$ cat src/include/cluster_macros.svh
// Widths, address map and TCM depth for the cluster, included by every RTL file that needs them
`ifndef CLUSTER_MACROS_SVH
`define CLUSTER_MACROS_SVH

// --------------------------------------------------
// Bus widths
// --------------------------------------------------
`define CL_AWIDTH       32
`define CL_DWIDTH       32

// --------------------------------------------------
// Address map
// --------------------------------------------------
// TCM occupies 4 KiB at the bottom of the map
`define CL_TCM_BASE     32'h0000_0000
`define CL_TCM_MASK     32'hFFFF_F000

// Machine timer register block, 32 bytes
`define CL_TIMER_BASE   32'h0049_0000
`define CL_TIMER_MASK   32'hFFFF_FFE0

// TCM depth in 32-bit words
`define CL_TCM_WORDS    1024

`endif

$ cat src/verilog/map_pkg.sv
// Address-map types for the router target select and the timer register offsets
package map_pkg;

    // Router target select
    typedef enum logic [1:0] {
        TGT_TCM  = 2'd0,
        TGT_TMR  = 2'd1,
        TGT_NONE = 2'd2     // Unmapped, router answers with error
    } tgt_sel_e;

    // --------------------------------------------------
    // Timer registers by word offset
    // --------------------------------------------------
    typedef enum logic [2:0] {
        TMR_CONTROL     = 3'd0,     // Bit 0 is enable
        TMR_MTIME_LO    = 3'd1,
        TMR_MTIME_HI    = 3'd2,
        TMR_MTIMECMP_LO = 3'd3,
        TMR_MTIMECMP_HI = 3'd4
    } tmr_reg_e;

endpackage : map_pkg

$ cat src/verilog/mem_pkg.sv
// Data-memory protocol types shared by the core port, the router and the targets
package mem_pkg;

    // --------------------------------------------------
    // Request command
    // --------------------------------------------------
    typedef enum logic {
        MEM_CMD_RD = 1'b0,
        MEM_CMD_WR = 1'b1
    } mem_cmd_e;

    // --------------------------------------------------
    // Access size
    // --------------------------------------------------
    typedef enum logic [1:0] {
        MEM_WIDTH_BYTE  = 2'b00,
        MEM_WIDTH_HWORD = 2'b01,
        MEM_WIDTH_WORD  = 2'b10
    } mem_width_e;

    // --------------------------------------------------
    // Response code, valid one cycle after acceptance
    // --------------------------------------------------
    typedef enum logic [1:0] {
        MEM_RESP_NOTRDY = 2'b00,    // No response this cycle
        MEM_RESP_RDY_OK = 2'b01,
        MEM_RESP_RDY_ER = 2'b10     // Decode or access error
    } mem_resp_e;

endpackage : mem_pkg

$ cat src/verilog/dmem_if.sv
// Data-memory request/response bundle between the router and each target
`timescale 1ns/100ps

`include "cluster_macros.svh"

interface dmem_if;
    import mem_pkg::*;

    // Request side, driven by the router
    logic                   req;
    mem_cmd_e               cmd;
    mem_width_e             width;
    logic [`CL_AWIDTH-1:0]  addr;
    logic [`CL_DWIDTH-1:0]  wdata;

    // Response side, driven by the target
    logic                   req_ack;
    logic [`CL_DWIDTH-1:0]  rdata;
    mem_resp_e              resp;

    modport master (
        output req,
        output cmd,
        output width,
        output addr,
        output wdata,
        input  req_ack,
        input  rdata,
        input  resp
    );

    modport slave (
        input  req,
        input  cmd,
        input  width,
        input  addr,
        input  wdata,
        output req_ack,
        output rdata,
        output resp
    );

endinterface : dmem_if

$ cat src/verilog/dmem_router.sv
// Decodes core data-memory requests to the TCM, the timer or an error reply, and returns responses
`timescale 1ns/100ps

`include "cluster_macros.svh"

module dmem_router (
    input  logic                    clk_i,
    input  logic                    rst_n_i,
    // Core side
    input  logic                    req_i,
    input  mem_pkg::mem_cmd_e       cmd_i,
    input  mem_pkg::mem_width_e     width_i,
    input  logic [`CL_AWIDTH-1:0]   addr_i,
    input  logic [`CL_DWIDTH-1:0]   wdata_i,
    output logic                    req_ack_o,
    output logic [`CL_DWIDTH-1:0]   rdata_o,
    output mem_pkg::mem_resp_e      resp_o,
    // Targets
    dmem_if.master                  tcm_m,
    dmem_if.master                  tmr_m
);
    import mem_pkg::*;
    import map_pkg::*;

    tgt_sel_e   sel;
    tgt_sel_e   sel_q;          // Target of the request in flight
    logic       rsp_due_q;
    logic       tgt_ack;

    // --------------------------------------------------
    // Address decode
    // --------------------------------------------------
    always_comb begin
        if ((addr_i & `CL_TCM_MASK) == `CL_TCM_BASE) begin
            sel = TGT_TCM;
        end else if ((addr_i & `CL_TIMER_MASK) == `CL_TIMER_BASE) begin
            sel = TGT_TMR;
        end else begin
            sel = TGT_NONE;
        end
    end

    always_comb begin
        case (sel)
            TGT_TCM: tgt_ack = tcm_m.req_ack;
            TGT_TMR: tgt_ack = tmr_m.req_ack;
            default: tgt_ack = 1'b1;    // Unmapped, acked locally
        endcase
    end

    // No new request while a response is due
    assign req_ack_o = ~rsp_due_q & tgt_ack;

    assign tcm_m.req   = req_i & ~rsp_due_q & (sel == TGT_TCM);
    assign tcm_m.cmd   = cmd_i;
    assign tcm_m.width = width_i;
    assign tcm_m.addr  = addr_i;
    assign tcm_m.wdata = wdata_i;

    assign tmr_m.req   = req_i & ~rsp_due_q & (sel == TGT_TMR);
    assign tmr_m.cmd   = cmd_i;
    assign tmr_m.width = width_i;
    assign tmr_m.addr  = addr_i;
    assign tmr_m.wdata = wdata_i;

    always_ff @(posedge clk_i) begin
        if (!rst_n_i) begin
            rsp_due_q <= 1'b0;
            sel_q     <= TGT_NONE;
        end else begin
            rsp_due_q <= req_i & req_ack_o;
            if (req_i && req_ack_o) begin
                sel_q <= sel;
            end
        end
    end

    // --------------------------------------------------
    // Response steering
    // --------------------------------------------------
    always_comb begin
        resp_o  = MEM_RESP_NOTRDY;
        rdata_o = '0;
        if (rsp_due_q) begin
            case (sel_q)
                TGT_TCM: begin
                    resp_o  = tcm_m.resp;
                    rdata_o = tcm_m.rdata;
                end
                TGT_TMR: begin
                    resp_o  = tmr_m.resp;
                    rdata_o = tmr_m.rdata;
                end
                default: resp_o = MEM_RESP_RDY_ER;
            endcase
        end
    end

    // Targets only answer the request the router sent them
    a_tcm_resp_sel: assert property (@(posedge clk_i) disable iff (!rst_n_i)
        (tcm_m.resp != MEM_RESP_NOTRDY) |-> (rsp_due_q && sel_q == TGT_TCM))
        else $error("TCM response without a routed request");

    a_tmr_resp_sel: assert property (@(posedge clk_i) disable iff (!rst_n_i)
        (tmr_m.resp != MEM_RESP_NOTRDY) |-> (rsp_due_q && sel_q == TGT_TMR))
        else $error("Timer response without a routed request");

endmodule : dmem_router

$ cat src/flat_wrapper.sv
// flat-port wrapper written by rule: the top's interface ports become plain ports
module dmem_router_flat import mem_pkg::*; import map_pkg::*;
  (clk_i, rst_n_i, req_i, cmd_i, width_i, addr_i, wdata_i, req_ack_o, rdata_o, resp_o, tcm_m_req, tcm_m_cmd, tcm_m_width, tcm_m_addr, tcm_m_wdata, tcm_m_req_ack, tcm_m_rdata, tcm_m_resp, tmr_m_req, tmr_m_cmd, tmr_m_width, tmr_m_addr, tmr_m_wdata, tmr_m_req_ack, tmr_m_rdata, tmr_m_resp);
  dmem_if tcm_m_i ();
  dmem_if tmr_m_i ();
  input  logic clk_i;
  input  logic rst_n_i;
  input  logic req_i;
  input  mem_pkg::mem_cmd_e cmd_i;
  input  mem_pkg::mem_width_e width_i;
  input  logic [`CL_AWIDTH-1:0] addr_i;
  input  logic [`CL_DWIDTH-1:0] wdata_i;
  output logic req_ack_o;
  output logic [`CL_DWIDTH-1:0] rdata_o;
  output mem_pkg::mem_resp_e resp_o;
  output wire logic [$bits(tcm_m_i.req)-1:0] tcm_m_req;
  output wire logic [$bits(tcm_m_i.cmd)-1:0] tcm_m_cmd;
  output wire logic [$bits(tcm_m_i.width)-1:0] tcm_m_width;
  output wire logic [$bits(tcm_m_i.addr)-1:0] tcm_m_addr;
  output wire logic [$bits(tcm_m_i.wdata)-1:0] tcm_m_wdata;
  input wire logic [$bits(tcm_m_i.req_ack)-1:0] tcm_m_req_ack;
  input wire logic [$bits(tcm_m_i.rdata)-1:0] tcm_m_rdata;
  input wire logic [$bits(tcm_m_i.resp)-1:0] tcm_m_resp;
  output wire logic [$bits(tmr_m_i.req)-1:0] tmr_m_req;
  output wire logic [$bits(tmr_m_i.cmd)-1:0] tmr_m_cmd;
  output wire logic [$bits(tmr_m_i.width)-1:0] tmr_m_width;
  output wire logic [$bits(tmr_m_i.addr)-1:0] tmr_m_addr;
  output wire logic [$bits(tmr_m_i.wdata)-1:0] tmr_m_wdata;
  input wire logic [$bits(tmr_m_i.req_ack)-1:0] tmr_m_req_ack;
  input wire logic [$bits(tmr_m_i.rdata)-1:0] tmr_m_rdata;
  input wire logic [$bits(tmr_m_i.resp)-1:0] tmr_m_resp;
  assign tcm_m_req = tcm_m_i.req;
  assign tcm_m_cmd = tcm_m_i.cmd;
  assign tcm_m_width = tcm_m_i.width;
  assign tcm_m_addr = tcm_m_i.addr;
  assign tcm_m_wdata = tcm_m_i.wdata;
  assign tcm_m_i.req_ack = tcm_m_req_ack;
  assign tcm_m_i.rdata = tcm_m_rdata;
  assign tcm_m_i.resp = tcm_m_resp;
  assign tmr_m_req = tmr_m_i.req;
  assign tmr_m_cmd = tmr_m_i.cmd;
  assign tmr_m_width = tmr_m_i.width;
  assign tmr_m_addr = tmr_m_i.addr;
  assign tmr_m_wdata = tmr_m_i.wdata;
  assign tmr_m_i.req_ack = tmr_m_req_ack;
  assign tmr_m_i.rdata = tmr_m_rdata;
  assign tmr_m_i.resp = tmr_m_resp;
  dmem_router u_core (.clk_i(clk_i), .rst_n_i(rst_n_i), .req_i(req_i), .cmd_i(cmd_i), .width_i(width_i), .addr_i(addr_i), .wdata_i(wdata_i), .req_ack_o(req_ack_o), .rdata_o(rdata_o), .resp_o(resp_o), .tcm_m(tcm_m_i), .tmr_m(tmr_m_i));
endmodule
$ cat config.mk
export PLATFORM = sky130hd
export DESIGN_NAME = dmem_router_flat
export DESIGN_NICKNAME = d
export VERILOG_FILES = /design/src/verilog/map_pkg.sv /design/src/verilog/mem_pkg.sv /design/src/verilog/dmem_if.sv /design/src/verilog/dmem_router.sv /design/src/flat_wrapper.sv
export VERILOG_INCLUDE_DIRS = /design/src /design/src/include
export SDC_FILE = /design/constraint.sdc
export NUM_CORES = 1
export LEC_CHECK = 0
export BUFFER_PORTS_ARGS = -buffer_cell sky130_fd_sc_hd__buf_2
export CORE_AREA = 2 2 122 124
export DETAILED_ROUTE_END_ITERATION = 10
export DIE_AREA = 0 0 124 126
export HOLD_SLACK_MARGIN = 0.06
export MAX_ROUTING_LAYER = met4
export PLACE_DENSITY = 0.56
export SKIP_CTS_REPAIR_TIMING = 1
export SYNTH_ARGS = -nofsm -noshare
export SYNTH_HDL_FRONTEND = slang
export SYNTH_SLANG_ARGS = --single-unit
$ cat constraint.sdc
create_clock -name clk_i -period 1.35 [get_ports clk_i]
set_input_delay 0 -clock clk_i [delete_from_list [all_inputs] [get_ports clk_i]]
set_output_delay 0 -clock clk_i [all_outputs]
set_load 0.01 [all_outputs]
==> results_dict.tcl <==
set metrics [dict create \
    final_core_util_pct 17.6 \
    cts_tree "built" \
    grt_pass1_wl_um 6920 \
    slew_viol_final 0 \
    rsz0062_at_grt "false" \
    arrival_ns 1.26 \
    firstDrtPassIters 4 \
    viasPerCell 3.45 \
    final_hold_viol_count 0 \
    area_delta_synth_final_pct 37.7 \
    setup_violations 0 \
    hp-class "primary input to flop" \
    grt_pass1_vias 1370 \
    avgRoutedWirePerCell_um 11.3 \
    nNetsFinal 479 \
    yosysTopAreaCellShare_pct 54.8 \
    synth_edf_count 0 \
    antenna_found_initial 1 \
    slew_headroom_pct 79.7 \
    ioPinCount 311 \
    worstSetupStartpoint "u_core.sel_q[0]" \
    synth_warnings 0 \
    n_fill_cell 1667 \
    clock-root-buffer "clkbuf_16" \
    path_class "flop to output port" \
    grt_start_max_net_pins 22 \
    clk_latency_ns 0.22 \
    crit_required_ns 1.35 \
    syn_nets 381 \
    cts-htree-levels 1 \
    dieWidth_um 124 \
    power_leakage_nw 1.23 \
    status "finished, final reports clean" \
    fin_tns_setup_ns 0 \
    synth_common_cells "134 x buf_4, 35 x nor2_1, 33 x mux2i_1" \
    die_h_um 126 \
    cts.sinks 3 \
    min_period_ns 1.26 \
    clk_pin_slew_ns 0.03 \
    irDropWorstVdd_v 0.000379 \
    crit_path_end_kind "output port" \
    drcViolationCount 0 \
    dp_hpwl_um 4790 \
    cp-start-kind "flop" \
    vias 1804 \
    drv_cap 0 \
    synth_ff_type "dfxtp_1" \
    synth.distinct_cells 26 \
    yosys.area.top_type "buf_4" \
    syn_avg_cell_area_um2 7.61 \
    tightest_slew_ns 0.302 \
    skew_ns 0.0000712 \
    ant_nets 0 \
    hp-start "tcm_m_req_ack" \
    reg2reg_from "u_core.sel_q[0]" \
    synth_area_leaders "buf_4 55%, mux2i_1 18%, nor2_1 7.2%" \
    die-area_um2 15600 \
    synth_cells 241 \
    overflow 0 \
    drive_above_1_share_pct 62.1 \
    grt_util_all_layers_pct 6.04 \
    critPathMaxFanout 3 \
    io_buffers 190 \
    syn-cell-area_um2 1830 \
    p_per_area_nw_per_um2 458 \
    final.period_utilization_pct 93.3 \
    initial_core_util_pct 12.8 \
    cts_buffers 3 \
    post-synth-top-count-cell "buf_4" \
    total_power_mw 1.16 \
    fp-row-count 44 \
    coreArea_um2 14300 \
    gp_congestion 0.783 \
    synth_seq_cells 3 \
    drt_iter0_drc 43 \
    async_flop_share_pct 0 \
    max_freq_mhz 794 \
    clock_path_buffers 2 \
    totalWireLength_um 5920 \
    ys_seq_area_share_pct 3.27 \
]
## flip-flops by register name, indices dropped and copies added (netlist names)
register / count
u_core.sel_q: 2
u_core.rsp_due_q: 1
## routing by layer
metal / track usage, % / routed length (um)
met1: 6.04 / 2170
met2: 9.86 / 3060
met3: 2.76 / 664
met4: 3.04 / 32
met5: - / 0
## through the flow
step                instances  area (um^2)  hold WS, ns  setup WS (ns)
detailed placement        477         2020     0.000101          0.112
global placement          477         2020     0.000101         0.0677
floorplan                 241         1830       0.0889          0.295
global route              523         2530        0.219        0.00653
CTS                       481         2100      -0.0183         0.0232
finish                    523         2530        0.190         0.0911
## cells by family after synthesis
family	share of synthesized area (%)
AO/OA/AOI/OAI	3.55
AND/OR/NAND/NOR	17.4
multiplexers	18.6
flip-flops	3.27
buffers and inverters	57.2
## worst max-delay path, stage by stage (launching register included)
cell and delay, ns:
dfxtp_2 0.38, mux2_2 0.36, o21a_1 0.16, buf_2 0.14
## cells in the final DEF (no fill, tap or decap), types with 3 or more instances in the layout
cell type      netlist  routed
dlygate4sd3_1        0      41
nor4_4               3       3
buf_2                4     190
nor2_1              35      35
nand2b_1             3       3
mux2i_1             33      33
clkbuf_16            0       3
## path summary, 6_finish.rpt
check / endpoint / slack, ns / cells past startpoint
hold reg to reg: u_core.sel_q[1] / 0.54 / 2
setup / recovery: resp_o[1] / 0.09 / 3
hold / removal: u_core.rsp_due_q / 0.19 / 3
setup reg to reg: u_core.sel_q[0] / 0.24 / 5
## layout make-up
class / instances / area (um^2) / area share (%)
antenna: 1 / 2.50 / 0.0991
timing repair buffer: 235 / 1410 / 55.9
inverter: 2 / 7.51 / 0.297
tap: 184 / 230 / 9.11
sequential: 3 / 61.3 / 2.43
clock buffer: 4 / 78.8 / 3.12
multi-input combinational: 94 / 734 / 29.1
## where the power goes
part	internal, mW	switching, mW
combinational	0.286	0.304
sequential	0.0929	0.00324
clock	0.390	0.0808
total	0.768	0.388
(Power assumes the default switching activity.)
