`src/include/cluster_macros.svh`:
```
// Widths, address map and TCM depth for the cluster, included by every RTL file that needs them
`ifndef CLUSTER_MACROS_SVH
`define CLUSTER_MACROS_SVH

// --------------------------------------------------
// Bus widths
// --------------------------------------------------
`define CL_AWIDTH       32
`define CL_DWIDTH       32

// --------------------------------------------------
// Address map
// --------------------------------------------------
// TCM occupies 4 KiB at the bottom of the map
`define CL_TCM_BASE     32'h0000_0000
`define CL_TCM_MASK     32'hFFFF_F000

// Machine timer register block, 32 bytes
`define CL_TIMER_BASE   32'h0049_0000
`define CL_TIMER_MASK   32'hFFFF_FFE0

// TCM depth in 32-bit words
`define CL_TCM_WORDS    1024

`endif

```
`src/verilog/map_pkg.sv`:
```
// Address-map types for the router target select and the timer register offsets
package map_pkg;

    // Router target select
    typedef enum logic [1:0] {
        TGT_TCM  = 2'd0,
        TGT_TMR  = 2'd1,
        TGT_NONE = 2'd2     // Unmapped, router answers with error
    } tgt_sel_e;

    // --------------------------------------------------
    // Timer registers by word offset
    // --------------------------------------------------
    typedef enum logic [2:0] {
        TMR_CONTROL     = 3'd0,     // Bit 0 is enable
        TMR_MTIME_LO    = 3'd1,
        TMR_MTIME_HI    = 3'd2,
        TMR_MTIMECMP_LO = 3'd3,
        TMR_MTIMECMP_HI = 3'd4
    } tmr_reg_e;

endpackage : map_pkg

```
`src/verilog/mem_pkg.sv`:
```
// Data-memory protocol types shared by the core port, the router and the targets
package mem_pkg;

    // --------------------------------------------------
    // Request command
    // --------------------------------------------------
    typedef enum logic {
        MEM_CMD_RD = 1'b0,
        MEM_CMD_WR = 1'b1
    } mem_cmd_e;

    // --------------------------------------------------
    // Access size
    // --------------------------------------------------
    typedef enum logic [1:0] {
        MEM_WIDTH_BYTE  = 2'b00,
        MEM_WIDTH_HWORD = 2'b01,
        MEM_WIDTH_WORD  = 2'b10
    } mem_width_e;

    // --------------------------------------------------
    // Response code, valid one cycle after acceptance
    // --------------------------------------------------
    typedef enum logic [1:0] {
        MEM_RESP_NOTRDY = 2'b00,    // No response this cycle
        MEM_RESP_RDY_OK = 2'b01,
        MEM_RESP_RDY_ER = 2'b10     // Decode or access error
    } mem_resp_e;

endpackage : mem_pkg

```
`src/verilog/dmem_if.sv`:
```
// Data-memory request/response bundle between the router and each target
`timescale 1ns/100ps

`include "cluster_macros.svh"

interface dmem_if;
    import mem_pkg::*;

    // Request side, driven by the router
    logic                   req;
    mem_cmd_e               cmd;
    mem_width_e             width;
    logic [`CL_AWIDTH-1:0]  addr;
    logic [`CL_DWIDTH-1:0]  wdata;

    // Response side, driven by the target
    logic                   req_ack;
    logic [`CL_DWIDTH-1:0]  rdata;
    mem_resp_e              resp;

    modport master (
        output req,
        output cmd,
        output width,
        output addr,
        output wdata,
        input  req_ack,
        input  rdata,
        input  resp
    );

    modport slave (
        input  req,
        input  cmd,
        input  width,
        input  addr,
        input  wdata,
        output req_ack,
        output rdata,
        output resp
    );

endinterface : dmem_if

```
`src/verilog/mtimer.sv`:
```
// Memory-mapped 64-bit machine timer with compare register and interrupt, a slave of the router
`timescale 1ns/100ps

`include "cluster_macros.svh"

module mtimer (
    input  logic    clk_i,
    input  logic    rst_n_i,
    dmem_if.slave   bus_s,
    output logic    timer_irq_o
);
    import mem_pkg::*;
    import map_pkg::*;

    tmr_reg_e               reg_sel;
    logic                   accept;
    logic                   acc_ok;         // Word access to a mapped register
    logic                   wr_ok;
    logic                   enable_q;
    logic                   enable_nxt;
    logic [63:0]            mtime_q;
    logic [63:0]            mtime_nxt;
    logic [63:0]            mtimecmp_q;
    logic [63:0]            mtimecmp_nxt;
    logic                   irq_q;
    logic [`CL_DWIDTH-1:0]  rdata_q;
    mem_resp_e              resp_q;

    assign bus_s.req_ack = 1'b1;
    assign accept  = bus_s.req & bus_s.req_ack;
    assign reg_sel = tmr_reg_e'(bus_s.addr[4:2]);
    assign acc_ok  = (bus_s.width == MEM_WIDTH_WORD) && (reg_sel <= TMR_MTIMECMP_HI);
    assign wr_ok   = accept & acc_ok & (bus_s.cmd == MEM_CMD_WR);

    // --------------------------------------------------
    // Next-state for counter, compare and control
    // --------------------------------------------------
    always_comb begin
        enable_nxt   = enable_q;
        mtime_nxt    = enable_q ? mtime_q + 64'd1 : mtime_q;
        mtimecmp_nxt = mtimecmp_q;
        if (wr_ok) begin
            case (reg_sel)
                TMR_CONTROL:     enable_nxt = bus_s.wdata[0];
                TMR_MTIME_LO:    mtime_nxt = {mtime_q[63:32], bus_s.wdata};  // Write wins
                TMR_MTIME_HI:    mtime_nxt = {bus_s.wdata, mtime_q[31:0]};
                TMR_MTIMECMP_LO: mtimecmp_nxt[31:0] = bus_s.wdata;
                TMR_MTIMECMP_HI: mtimecmp_nxt[63:32] = bus_s.wdata;
                default:         enable_nxt = enable_q;
            endcase
        end
    end

    always_ff @(posedge clk_i) begin
        if (!rst_n_i) begin
            enable_q   <= 1'b0;
            mtime_q    <= '0;
            mtimecmp_q <= '1;
            irq_q      <= 1'b0;
            resp_q     <= MEM_RESP_NOTRDY;
        end else begin
            enable_q   <= enable_nxt;
            mtime_q    <= mtime_nxt;
            mtimecmp_q <= mtimecmp_nxt;
            irq_q      <= enable_nxt & (mtime_nxt >= mtimecmp_nxt);
            if (accept) resp_q <= acc_ok ? MEM_RESP_RDY_OK : MEM_RESP_RDY_ER;
            else        resp_q <= MEM_RESP_NOTRDY;
        end
    end

    // Read mux, sampled at acceptance
    always_ff @(posedge clk_i) begin
        if (accept && bus_s.cmd == MEM_CMD_RD) begin
            case (reg_sel)
                TMR_CONTROL:     rdata_q <= {31'd0, enable_q};
                TMR_MTIME_LO:    rdata_q <= mtime_q[31:0];
                TMR_MTIME_HI:    rdata_q <= mtime_q[63:32];
                TMR_MTIMECMP_LO: rdata_q <= mtimecmp_q[31:0];
                TMR_MTIMECMP_HI: rdata_q <= mtimecmp_q[63:32];
                default:         rdata_q <= '0;
            endcase
        end
    end

    assign bus_s.resp  = resp_q;
    assign bus_s.rdata = rdata_q;
    assign timer_irq_o = irq_q;

    a_irq_needs_en: assert property (@(posedge clk_i) disable iff (!rst_n_i)
        timer_irq_o |-> enable_q)
        else $error("Timer interrupt raised while disabled");

endmodule : mtimer

```
`src/flat_wrapper.sv`:
```
// flat-port wrapper written by rule: the top's interface ports become plain ports
module mtimer_flat import mem_pkg::*; import map_pkg::*;
  (clk_i, rst_n_i, timer_irq_o, bus_s_req, bus_s_cmd, bus_s_width, bus_s_addr, bus_s_wdata, bus_s_req_ack, bus_s_rdata, bus_s_resp);
  dmem_if bus_s_i ();
  input  logic clk_i;
  input  logic rst_n_i;
  output logic timer_irq_o;
  input wire logic [$bits(bus_s_i.req)-1:0] bus_s_req;
  input wire logic [$bits(bus_s_i.cmd)-1:0] bus_s_cmd;
  input wire logic [$bits(bus_s_i.width)-1:0] bus_s_width;
  input wire logic [$bits(bus_s_i.addr)-1:0] bus_s_addr;
  input wire logic [$bits(bus_s_i.wdata)-1:0] bus_s_wdata;
  output wire logic [$bits(bus_s_i.req_ack)-1:0] bus_s_req_ack;
  output wire logic [$bits(bus_s_i.rdata)-1:0] bus_s_rdata;
  output wire logic [$bits(bus_s_i.resp)-1:0] bus_s_resp;
  assign bus_s_i.req = bus_s_req;
  assign bus_s_i.cmd = bus_s_cmd;
  assign bus_s_i.width = bus_s_width;
  assign bus_s_i.addr = bus_s_addr;
  assign bus_s_i.wdata = bus_s_wdata;
  assign bus_s_req_ack = bus_s_i.req_ack;
  assign bus_s_rdata = bus_s_i.rdata;
  assign bus_s_resp = bus_s_i.resp;
  mtimer u_core (.clk_i(clk_i), .rst_n_i(rst_n_i), .bus_s(bus_s_i), .timer_irq_o(timer_irq_o));
endmodule
```
`config.mk`:
```
export PLATFORM = sky130hd
export DESIGN_NAME = mtimer_flat
export DESIGN_NICKNAME = d
export VERILOG_FILES = /design/src/verilog/map_pkg.sv /design/src/verilog/mem_pkg.sv /design/src/verilog/dmem_if.sv /design/src/verilog/mtimer.sv /design/src/flat_wrapper.sv
export VERILOG_INCLUDE_DIRS = /design/src /design/src/include
export SDC_FILE = /design/constraint.sdc
export NUM_CORES = 1
export LEC_CHECK = 0
export ABC_AREA = 1
export BUFFER_PORTS_ARGS = -buffer_cell sky130_fd_sc_hd__buf_4
export CELL_PAD_IN_SITES_DETAIL_PLACEMENT = 2
export CELL_PAD_IN_SITES_GLOBAL_PLACEMENT = 2
export CORE_MARGIN = 2
export CORE_UTILIZATION = 36
export CTS_CLUSTER_DIAMETER = 150
export DETAILED_ROUTE_END_ITERATION = 10
export HOLD_SLACK_MARGIN = 0.02
export PLACE_DENSITY = 0.85
export SLEW_MARGIN = 40
export SYNTH_ARGS = -nofsm -noshare
export SYNTH_HDL_FRONTEND = slang
export SYNTH_SLANG_ARGS = --single-unit
```
`constraint.sdc`:
```
create_clock -name clk_i -period 8.3 [get_ports clk_i]
set_clock_uncertainty 0.2 [all_clocks]
set_input_delay 1.66 -clock clk_i [delete_from_list [all_inputs] [get_ports clk_i]]
set_output_delay 1.66 -clock clk_i [all_outputs]
set_load 0.02 [all_outputs]
```
==> results of run 1 <==
-- path summary, 6_finish.rpt --
check,cells past startpoint,end,startpoint,slack (ns)
worst max register to register,20,u_core.timer_irq_o$_SDFF_PN0_,u_core.mtime_q[8]$_SDFF_PN0_,3.70
worst min register to register,2,u_core.mtimecmp_q[23]$_SDFF_PN1_,u_core.mtimecmp_q[23]$_SDFF_PN1_,0.30
worst max-delay path,19,u_core.timer_irq_o$_SDFF_PN0_,bus_s_addr[4],2.48
worst min-delay path,2,u_core.mtimecmp_q[23]$_SDFF_PN1_,u_core.mtimecmp_q[23]$_SDFF_PN1_,0.30
-- power breakdown --
| group | total, W | internal [W] | switching (W) | leakage, nW |
|---|---|---|---|---|
| Sequential | 0.000832 | 0.000825 | 0.00000696 | 1.37 |
| Clock | 0.000801 | 0.000420 | 0.000381 | 0.266 |
| Combinational | 0.000151 | 0.0000448 | 0.000106 | 3.98 |
| Total | 0.00178 | 0.00129 | 0.000493 | 5.62 |
-- logic make-up (layout without fill, tap and decap cells) --
group / after synthesis / count (layout) / share of synthesized area [%]
AO/OA/AOI/OAI: 287 / 287 / 15.9
adder cells (fa/ha/maj): 65 / 65 / 7.49
XOR/XNOR: 17 / 17 / 1.37
other: 1 / 1 / 0.0345
AND/OR/NAND/NOR: 827 / 827 / 31.8
buffers and inverters: 267 / 323 / 9.65
multiplexers: 6 / 6 / 0.553
flip-flops: 164 / 164 / 33.2
-- state kept, by name (all words and copies together) (netlist names) --
signal and count:
u_core.mtime_q 64, u_core.bus_s.rdata 32, u_core.bus_s.resp 2, u_core.enable_q 1, u_core.timer_irq_o 1, u_core.mtimecmp_q 64
-- per-layer routing --
layer / track usage (%) / routed length, um / share of wire (%)
met1: 45.0 / 23700 / 45
met2: 54.0 / 23900 / 46
met3: 7.22 / 3020 / 5.8
met4: 12.2 / 1740 / 3.3
met5: 0 / 0 / 0
-- worst max-delay path, cell delays in order --
cell      delay, ns
buf_4          0.13
inv_1          0.17
nand3_2        0.12
buf_4          0.25
nand2_1        0.15
nand2_4        0.31
inv_2          0.74
o221ai_1       0.29
nand2_1        0.18
inv_1          0.06
ha_1           0.27
nand2_1        0.07
nor2_1         0.27
nand2_1        0.23
nor3_1         0.55
nand2_1        0.14
nor2_1         0.14
nand2_1        0.07
a21oi_1        0.17
-- cell usage in the layout, fill, tap and decap left out, drive strengths merged, types with 6 or more instances in the layout --
cell type | netlist | routed
a21oi | 80 | 80
a221o | 19 | 19
buf | 35 | 88
clkbuf | 29 | 20
clkinv | 1 | 7
dfxtp | 132 | 132
edfxtp | 32 | 32
ha | 65 | 65
inv | 202 | 204
mux2i | 6 | 6
nand2 | 489 | 489
nand3 | 91 | 91
nand4 | 31 | 31
nor2 | 192 | 192
nor3 | 19 | 19
o2111ai | 12 | 12
o211ai | 7 | 7
o21ai | 114 | 114
o221ai | 13 | 13
o22ai | 32 | 32
xor2 | 17 | 17
-- through the flow --
| stage | utilization [%] | std cells | setup slack, ns | hold WS [ns] | area, um2 |
|---|---|---|---|---|---|
| global route | 41.5 | 2080 | 2.28 | 0.331 | 12300 |
| finish | 41.5 | 2080 | 2.48 | 0.303 | 12300 |
| CTS | 41.5 | 2080 | 2.55 | 0.306 | 12300 |
| floorplan | - | 1634 | 4.21 | 0.247 | 10900 |
| global placement | 39.6 | 2048 | 2.37 | 0.261 | 11700 |
| detailed placement | 39.6 | 2048 | 2.20 | 0.281 | 11700 |
-- area by class of cell --
class | instances | area (um2)
clock buffers | 20 | 447
clock inverters | 12 | 105
fillers | 3713 | 17300
inverters | 203 | 764
multi-input cells | 1203 | 6220
flip-flops and latches | 164 | 3600
well taps | 390 | 488
repair buffers | 88 | 668
==> results by group, run 1 <==
Outcome
  – Outcome: finished, final reports clean

CTS
  – Clock-pin slew on the worst setup and hold paths: 0.07 ns
  – Hold_buf cts: 0
  – Total CTS buffers: 17
  – CTS tree: yes
  – Clock root cell: clkbuf_16
  – Number of setup buffers added after CTS: 0
  – Latest clock arrival within the worst-skew pair: 0.47 ns
  – H-tree levels: 4
  – Post_cts resized: 0
  – CTS Buffer Depth: 2
  – Number of clock sinks: 164

STA
  – Final Cycle Share: 70.1%
  – Max Clock Freq: 172 MHz
  – Final hold vios: 0
  – Least-Margin Pin Slew: 0.794 ns
  – Crit path time final: 5.82 ns
  – Worst slew margin: 46.9%
  – Count of final setup violators: 0
  – Unrepaired setup endpoints after global routing: no
  – TNS Setup: 0 ns
  – Slew Limit Fails: 0

Worst setup path
  – Crit end category: flip-flop
  – Critical path class: input pin to flip-flop
  – WP data arrival: 6.00 ns
  – Critical Path RT: 8.48 ns
  – CP Launch Type: input pin
  – Worst-path fanout max: 43

GRT
  – Largest net degree at the start of global routing: 68
  – GRT Total Usage: 33.9%
  – First-pass GRT wire length: 78.9 mm
  – Congestion Overflow GR: 0
  – Initial antenna violation count: 1
  – Vias in the first global route: 12.9k

Synth
  – Ys async rst share: 0%
  – Top-count cell post-synth: nand2_1
  – Top-area cell type share of the netlist area: 24.3%
  – Sequential share of the synthesized area: 33.2%
  – Top cells by count, synth: nand2_1, inv_1, nor2_1, dfxtp_1, nand3_1
  – Leading post-synthesis cells by cell area: dfxtp_1, nand2_1, edfxtp_1
  – Most used flip-flop cell after synthesis: dfxtp_1
  – Syn nets: 1769
  – Mean Syn Cell Area: 6.64 um2
  – Cell taking the most area after synthesis: dfxtp_1
  – Distinct cells, synth: 44
  – Cell area after synthesis: 10900 um2
  – Synth Warn #: 0
  – Post-synthesis sequential element count: 164
  – Syn Inst Count: 1634
  – Post-synth EDFFs: 32

Cells and area
  – Layout cells sized above 1: 9.35%
  – Nets: 1812
  – Inserted Diodes: 0
  – Syn-to-layout area delta: 13.3%

Drt
  – Vias per cell: 5.77
  – Detail Route Antenna Nets: 0
  – Final WL: 52.4 mm
  – Pre-Repair DR Iteration Count: 5
  – DRT iter0 DRCs: 947
  – WL per Instance: 25.2 um
  – Post-route DRC: 0
  – Total number of vias: 12.0k

Die
  – Initial Utilization: 36.6%
  – Core ar.: 29600 um2
  – Die Wd: 178 um
  – Row Count: 63
  – DIE AREA: 31600 um2
  – Io pins: 106
  – Die Ht: 178 um

Power and ir drop
  – Leak Pwr: 5.62 nW
  – Pwr dens: 145 nW/um2
  – Pwr Total: 0.00178 W
  – VDD IR max: 0.137 mV

Worst hold path
  – Hold crit path type: flip-flop to flip-flop

Placed design
  – Port bufs: 75
  – Routability cong.: 0.968
  – Post-DP HPWL: 38.6 mm

Job
  – Max capacitance violation total: 0
(Power assumes the default switching activity.)
==> run 2: changes to the inputs <==
Settings changed: CORE_UTILIZATION 36 to 30, PLACE_DENSITY 0.85 to 0.76.
Clock period 8.3 ns to 5.04 ns, I/O delays scaled along.
==> run 2 against run 1 <==
Compared with the run above:
- combinational power grew 66%
- utilization fell by 6.2 points
- register-to-register slack worse by 3.0 ns
- hold slack worse by 0.0016 ns
- final cell count increased by 4.3%
- final area grew 2.0%
- global-route usage is 6.1 points lower
- sequential power increased by 65%
- via count decreased by 1.7%
- critical path type is now flip-flop to flip-flop
- largest cell class unchanged
==> results by group, run 2 (synthesis gave the netlist of run 1 again) <==
GRT
  – First-pass GRT wire length: 78.4 mm
  – Largest net degree at the start of global routing: 67
  – Vias in the first global route: 12.6k
  – Initial antenna violation count: 1
  – GRT Total Usage: 27.7%
  – Congestion Overflow GR: 0

STA
  – Max Clock Freq: 230 MHz
  – Unrepaired setup endpoints after global routing: no
  – Crit path time final: 4.34 ns
  – Worst slew margin: 55.9%
  – Count of final setup violators: 0
  – Final setup margin: 0.696 ns
  – Least-Margin Pin Slew: 0.656 ns
  – Slew Limit Fails: 0
  – TNS Setup: 0 ns
  – Final Cycle Share: 86.2%
  – Final hold vios: 0

Cells and area
  – Commonest non-fill, non-tap cell in the layout: nand2_1
  – Nets: 1830
  – Commonest cells after routing, fill and taps aside: nand2_1, inv_1, nor2_1
  – Post-Route Utilization: 35.3%
  – Layout cells sized above 1: 10.2%
  – Syn-to-layout area delta: 15.6%
  – Inserted Diodes: 0

CTS
  – Total CTS buffers: 17
  – Number of clock sinks: 164
  – CTS Buffer Depth: 2
  – Post_cts resized: 0
  – CTS tree: yes
  – Clock-pin slew on the worst setup and hold paths: 0.07 ns
  – Number of setup buffers added after CTS: 0
  – Latest clock arrival within the worst-skew pair: 0.46 ns
  – Hold_buf cts: 0
  – Clock root cell: clkbuf_16
  – H-tree levels: 4

Drt
  – Detail Route Antenna Nets: 0
  – DRT iter0 DRCs: 775
  – M1 WL: 24.0 mm
  – Post-route DRC: 0
  – Met2 WL: 24.2 mm
  – WL per Instance: 23.9 um
  – Pre-Repair DR Iteration Count: 8
  – Vias per cell: 5.44
  – Total number of vias: 11.8k
  – Final WL: 51.8 mm
  – Met3 WL: 2.13 mm
  – Highest metal used: met4

Power and ir drop
  – VDD IR max: 0.252 mV
  – Pwr Total: 0.00289 W
  – Leak Pwr: 5.71 nW
  – Pwr dens: 230 nW/um2

Worst setup path
  – Top delay family on crit path: simple AND/OR/NAND/NOR gates
  – WP data arrival: 4.52 ns
  – Cell chain of the critical path: ha_1 -> nand3_1 -> nor2_1 -> nand3_1 -> nor2_1 -> nand2_1 -> o21ai_0 -> nand3_1 -> nand2_1 -> inv_1 -> ha_1 -> nand2_1 -> nor2_1 -> nand2_1 -> nor3_1 -> buf_4 -> nand2_1 -> nor2_1 -> nand2_1 -> a21oi_1
  – Most common cell on crit path: nand2_1
  – Critical path class: flip-flop to flip-flop
  – Worst path max stage delay: 0.43 ns
  – Crit end category: flip-flop
  – Worst-path fanout max: 5
  – Buf/Inv on CP: 2
  – Critical Path RT: 5.22 ns
  – Crit-path slowest cell: dfxtp_1
  – CP Launch Type: flip-flop

Die
  – DIE AREA: 37700 um2
  – Core ar.: 35600 um2
  – Die Ht: 194 um
  – Io pins: 106
  – Die Wd: 194 um
  – Row Count: 69
  – Initial Utilization: 30.5%

Job
  – Max capacitance violation total: 0

Placed design
  – Post-DP HPWL: 39.8 mm
  – Pre-CTS setup slack: 0.577 ns
  – Routability cong.: 0.960
  – Port bufs: 75

Worst hold path
  – Hold crit path type: flip-flop to flip-flop

Outcome
  – Outcome: finished, final reports clean
==> run 2: changes by cell type in the layout (fill, tap and decap cells not counted), sizes merged <==
cell | previous run | this run
bufinv | 1 | 0
clkinvlp | 3 | 4
clkbuf | 20 | 21
buf | 88 | 106
clkinv | 7 | 6
==> run 2: stage by stage <==
| step | hold slack [ns] | cell area, um2 | cells |
|---|---|---|---|
| finish | 0.301 | 12500 | 2169 |
| global route | 0.332 | 12500 | 2169 |
| CTS | 0.299 | 12500 | 2169 |
| detailed placement | 0.282 | 12000 | 2137 |
| global placement | 0.268 | 12000 | 2137 |
| floorplan | 0.247 | 10900 | 1634 |
==> run 2: cell type report <==
class	instances	area, um2
flip-flops and latches	164	3600
clock inverters	11	77.6
fillers	4310	23000
clock buffers	21	462
inverters	203	767
repair buffers	106	837
well taps	461	577
multi-input cells	1203	6220
==> run 2: worst reg2reg max path, delay by kind of cell (launching register included) <==
| kind | cells | cell delay (ns) |
|---|---|---|
| and+or+nand+nor | 14 | 2.32 |
| adders and majority gates | 2 | 0.58 |
| AOI/OAI and AO/OA | 2 | 0.46 |
| DFF | 1 | 0.43 |
| buffers and inverters | 2 | 0.28 |
==> run 2: path summary, 6_finish.rpt <==
kind	slack [ns]	cells past startpoint	end	from
max	0.70	20	u_core.timer_irq_o$_SDFF_PN0_	u_core.mtime_q[1]$_SDFF_PN0_
min	0.30	2	u_core.mtimecmp_q[30]$_SDFF_PN1_	u_core.mtimecmp_q[30]$_SDFF_PN1_
max reg2reg	0.70	20	u_core.timer_irq_o$_SDFF_PN0_	u_core.mtime_q[1]$_SDFF_PN0_
min reg2reg	0.30	2	u_core.mtimecmp_q[30]$_SDFF_PN1_	u_core.mtimecmp_q[30]$_SDFF_PN1_
==> run 2: layer usage <==
layer  vias to the layer above  track usage [%]
met1                      5935             36.8
met5                         -                0
li1                       5523                -
met4                         0             9.48
met2                       270             45.8
met3                        66             4.23
==> run 2: power breakdown <==
group | total (W) | internal, W | switching, W
registers | 0.00137 | 0.00136 | 0.0000109
logic | 0.000250 | 0.0000762 | 0.000174
clock network | 0.00127 | 0.000659 | 0.000610
total | 0.00289 | 0.00209 | 0.000795
==> run 3: changes to the inputs <==
Settings changed: CORE_UTILIZATION 30 to 33, PLACE_DENSITY 0.76 to 0.79.
Clock period 5.04 ns to 4.6 ns, I/O delays scaled along.
==> run 3 against run 2 <==
Compared with the run above:
- clock power grew 31%
- final area grew 0.75%
- global-route usage grew 3.9 points
- register-to-register slack lost 0.26 ns
- clock-buffer cell count grew 1
- critical path type unchanged
- critical endpoint unchanged
- largest cell class unchanged
- largest power group is now the clock network
==> results by group, run 3 (synthesis gave the netlist of run 1 again) <==
Cells and area
  – Syn-to-layout area delta: 16.5%
  – Commonest non-fill, non-tap cell in the layout: nand2_1
  – Nets: 1830
  – Commonest cells after routing, fill and taps aside: nand2_1, inv_1, nor2_1
  – Inserted Diodes: 0
  – Layout cells sized above 1: 10.2%

Drt
  – Vias per cell: 5.54
  – Post-route DRC: 0
  – Final WL: 52.5 mm
  – Pre-Repair DR Iteration Count: 5
  – WL per Instance: 24.4 um
  – Total number of vias: 11.9k
  – Detail Route Antenna Nets: 0
  – DRT iter0 DRCs: 658

Die
  – Initial Utilization: 33.4%
  – DIE AREA: 34400 um2
  – Io pins: 106
  – Row Count: 66
  – Die Ht: 185 um
  – Core ar.: 32500 um2
  – Die Wd: 185 um

CTS
  – H-tree levels: 4
  – CTS tree: yes
  – Clock root cell: clkbuf_16
  – Total CTS buffers: 17
  – Clock-pin slew on the worst setup and hold paths: 0.07 ns
  – Number of setup buffers added after CTS: 0
  – Latest clock arrival within the worst-skew pair: 0.46 ns
  – Hold_buf cts: 0
  – Post_cts resized: 0
  – Number of clock sinks: 164
  – CTS Buffer Depth: 2

STA
  – Final hold vios: 0
  – Final setup margin: 0.433 ns
  – Count of final setup violators: 0
  – Final Cycle Share: 90.6%
  – TNS Setup: 0 ns
  – Unrepaired setup endpoints after global routing: no
  – Worst slew margin: 48.6%
  – Crit path time final: 4.17 ns
  – Slew Limit Fails: 0
  – Max Clock Freq: 240 MHz
  – Least-Margin Pin Slew: 0.766 ns

Placed design
  – Post-DP HPWL: 40.0 mm
  – Routability cong.: 0.952
  – Pre-CTS setup slack: 0.352 ns
  – Port bufs: 75

Power and ir drop
  – VDD IR max: 0.261 mV
  – Leak Pwr: 5.77 nW
  – Pwr dens: 272 nW/um2

Worst setup path
  – Crit-path slowest cell: nor2_1
  – WP data arrival: 4.36 ns
  – Critical Path RT: 4.79 ns
  – Worst path max stage delay: 0.45 ns
  – Most common cell on crit path: nand2_1
  – CP Launch Type: flip-flop
  – Buf/Inv on CP: 2
  – Worst R2R Start: u_core.mtime_q[1]$_SDFF_PN0_
  – Critical path class: flip-flop to flip-flop
  – Top delay family on crit path: simple AND/OR/NAND/NOR gates
  – Crit path launch: u_core.mtime_q[1]$_SDFF_PN0_
  – Crit end category: flip-flop
  – Worst-path fanout max: 5
  – Cell chain of the critical path: ha_1 -> nand2_1 -> nor2_1 -> nand3_1 -> nor2_1 -> nand2_1 -> nor2_1 -> nand2_1 -> nand2_1 -> nand3_1 -> nand2_1 -> inv_1 -> ha_1 -> nand2_1 -> nor2_1 -> nand2_1 -> nor3_1 -> buf_4 -> nand2_1 -> nor2_1 -> nand2_1 -> a21oi_1

GRT
  – First-pass GRT wire length: 79.1 mm
  – Largest net degree at the start of global routing: 67
  – Congestion Overflow GR: 0
  – Vias in the first global route: 12.6k
  – Initial antenna violation count: 0
  – GRT Total Usage: 31.6%

Job
  – Max capacitance violation total: 0

Worst hold path
  – Worst Hold Launch: u_core.mtimecmp_q[1]$_SDFF_PN1_
  – Hold crit path type: flip-flop to flip-flop

Outcome
  – Outcome: finished, final reports clean
-- run 3: routing by layer --
layer,share of wire (%),global-route usage (%),routed length (um),vias up
met5,0,0,0,-
met4,3.0,11.2,1600,0
met3,4.3,4.19,2240,73
met2,46,51.2,24100,257
met1,47,43.0,24500,6066
li1,-,-,-,5508
-- run 3: worst paths after layout --
check,endpoint,slack [ns],depth (start not counted)
worst max register to register,u_core.timer_irq_o$_SDFF_PN0_,0.43,22
worst min-delay path,u_core.mtimecmp_q[1]$_SDFF_PN1_,0.30,2
worst min register to register,u_core.mtimecmp_q[1]$_SDFF_PN1_,0.30,2
worst max-delay path,u_core.timer_irq_o$_SDFF_PN0_,0.43,22
-- run 3: final cells by class --
| class | instances | area, um2 |
|---|---|---|
| clock buffers | 22 | 485 |
| well taps | 442 | 553 |
| flip-flops and latches | 164 | 3600 |
| inverters | 203 | 764 |
| clock inverters | 10 | 166 |
| fillers | 3896 | 19800 |
| repair buffers | 106 | 850 |
| multi-input cells | 1203 | 6220 |
-- run 3: worst register-to-register path, delay by kind of cell, from the launching register on --
family                     cells  cell delay [ns]
and+or+nand+nor               17             2.65
adders and majority gates      2             0.50
DFF                            1             0.41
buffers and inverters          2             0.22
AOI/OAI and AO/OA              1             0.12
-- run 3: where the power goes --
| part | switching (W) | total [W] | internal (W) |
|---|---|---|---|
| Clock | 0.000682 | 0.00166 | 0.000976 |
| Combinational | 0.000191 | 0.000276 | 0.0000851 |
| Sequential | 0.0000128 | 0.00150 | 0.00149 |
-- run 3: through the flow --
stage | std cells | instance area [um2] | hold WS, ns | util, % | power [W]
after global placement | 2118 | 12000 | 0.264 | 36.9 | 0.00180
final | 2150 | 12600 | 0.296 | 39.0 | 0.00343
after floorplan | 1634 | 10900 | 0.247 | - | 0.00166
after global routing | 2150 | 12600 | 0.335 | 39.0 | 0.00353
after detailed placement | 2118 | 12000 | 0.283 | 36.9 | 0.00181
after CTS | 2150 | 12600 | 0.303 | 38.9 | 0.00345
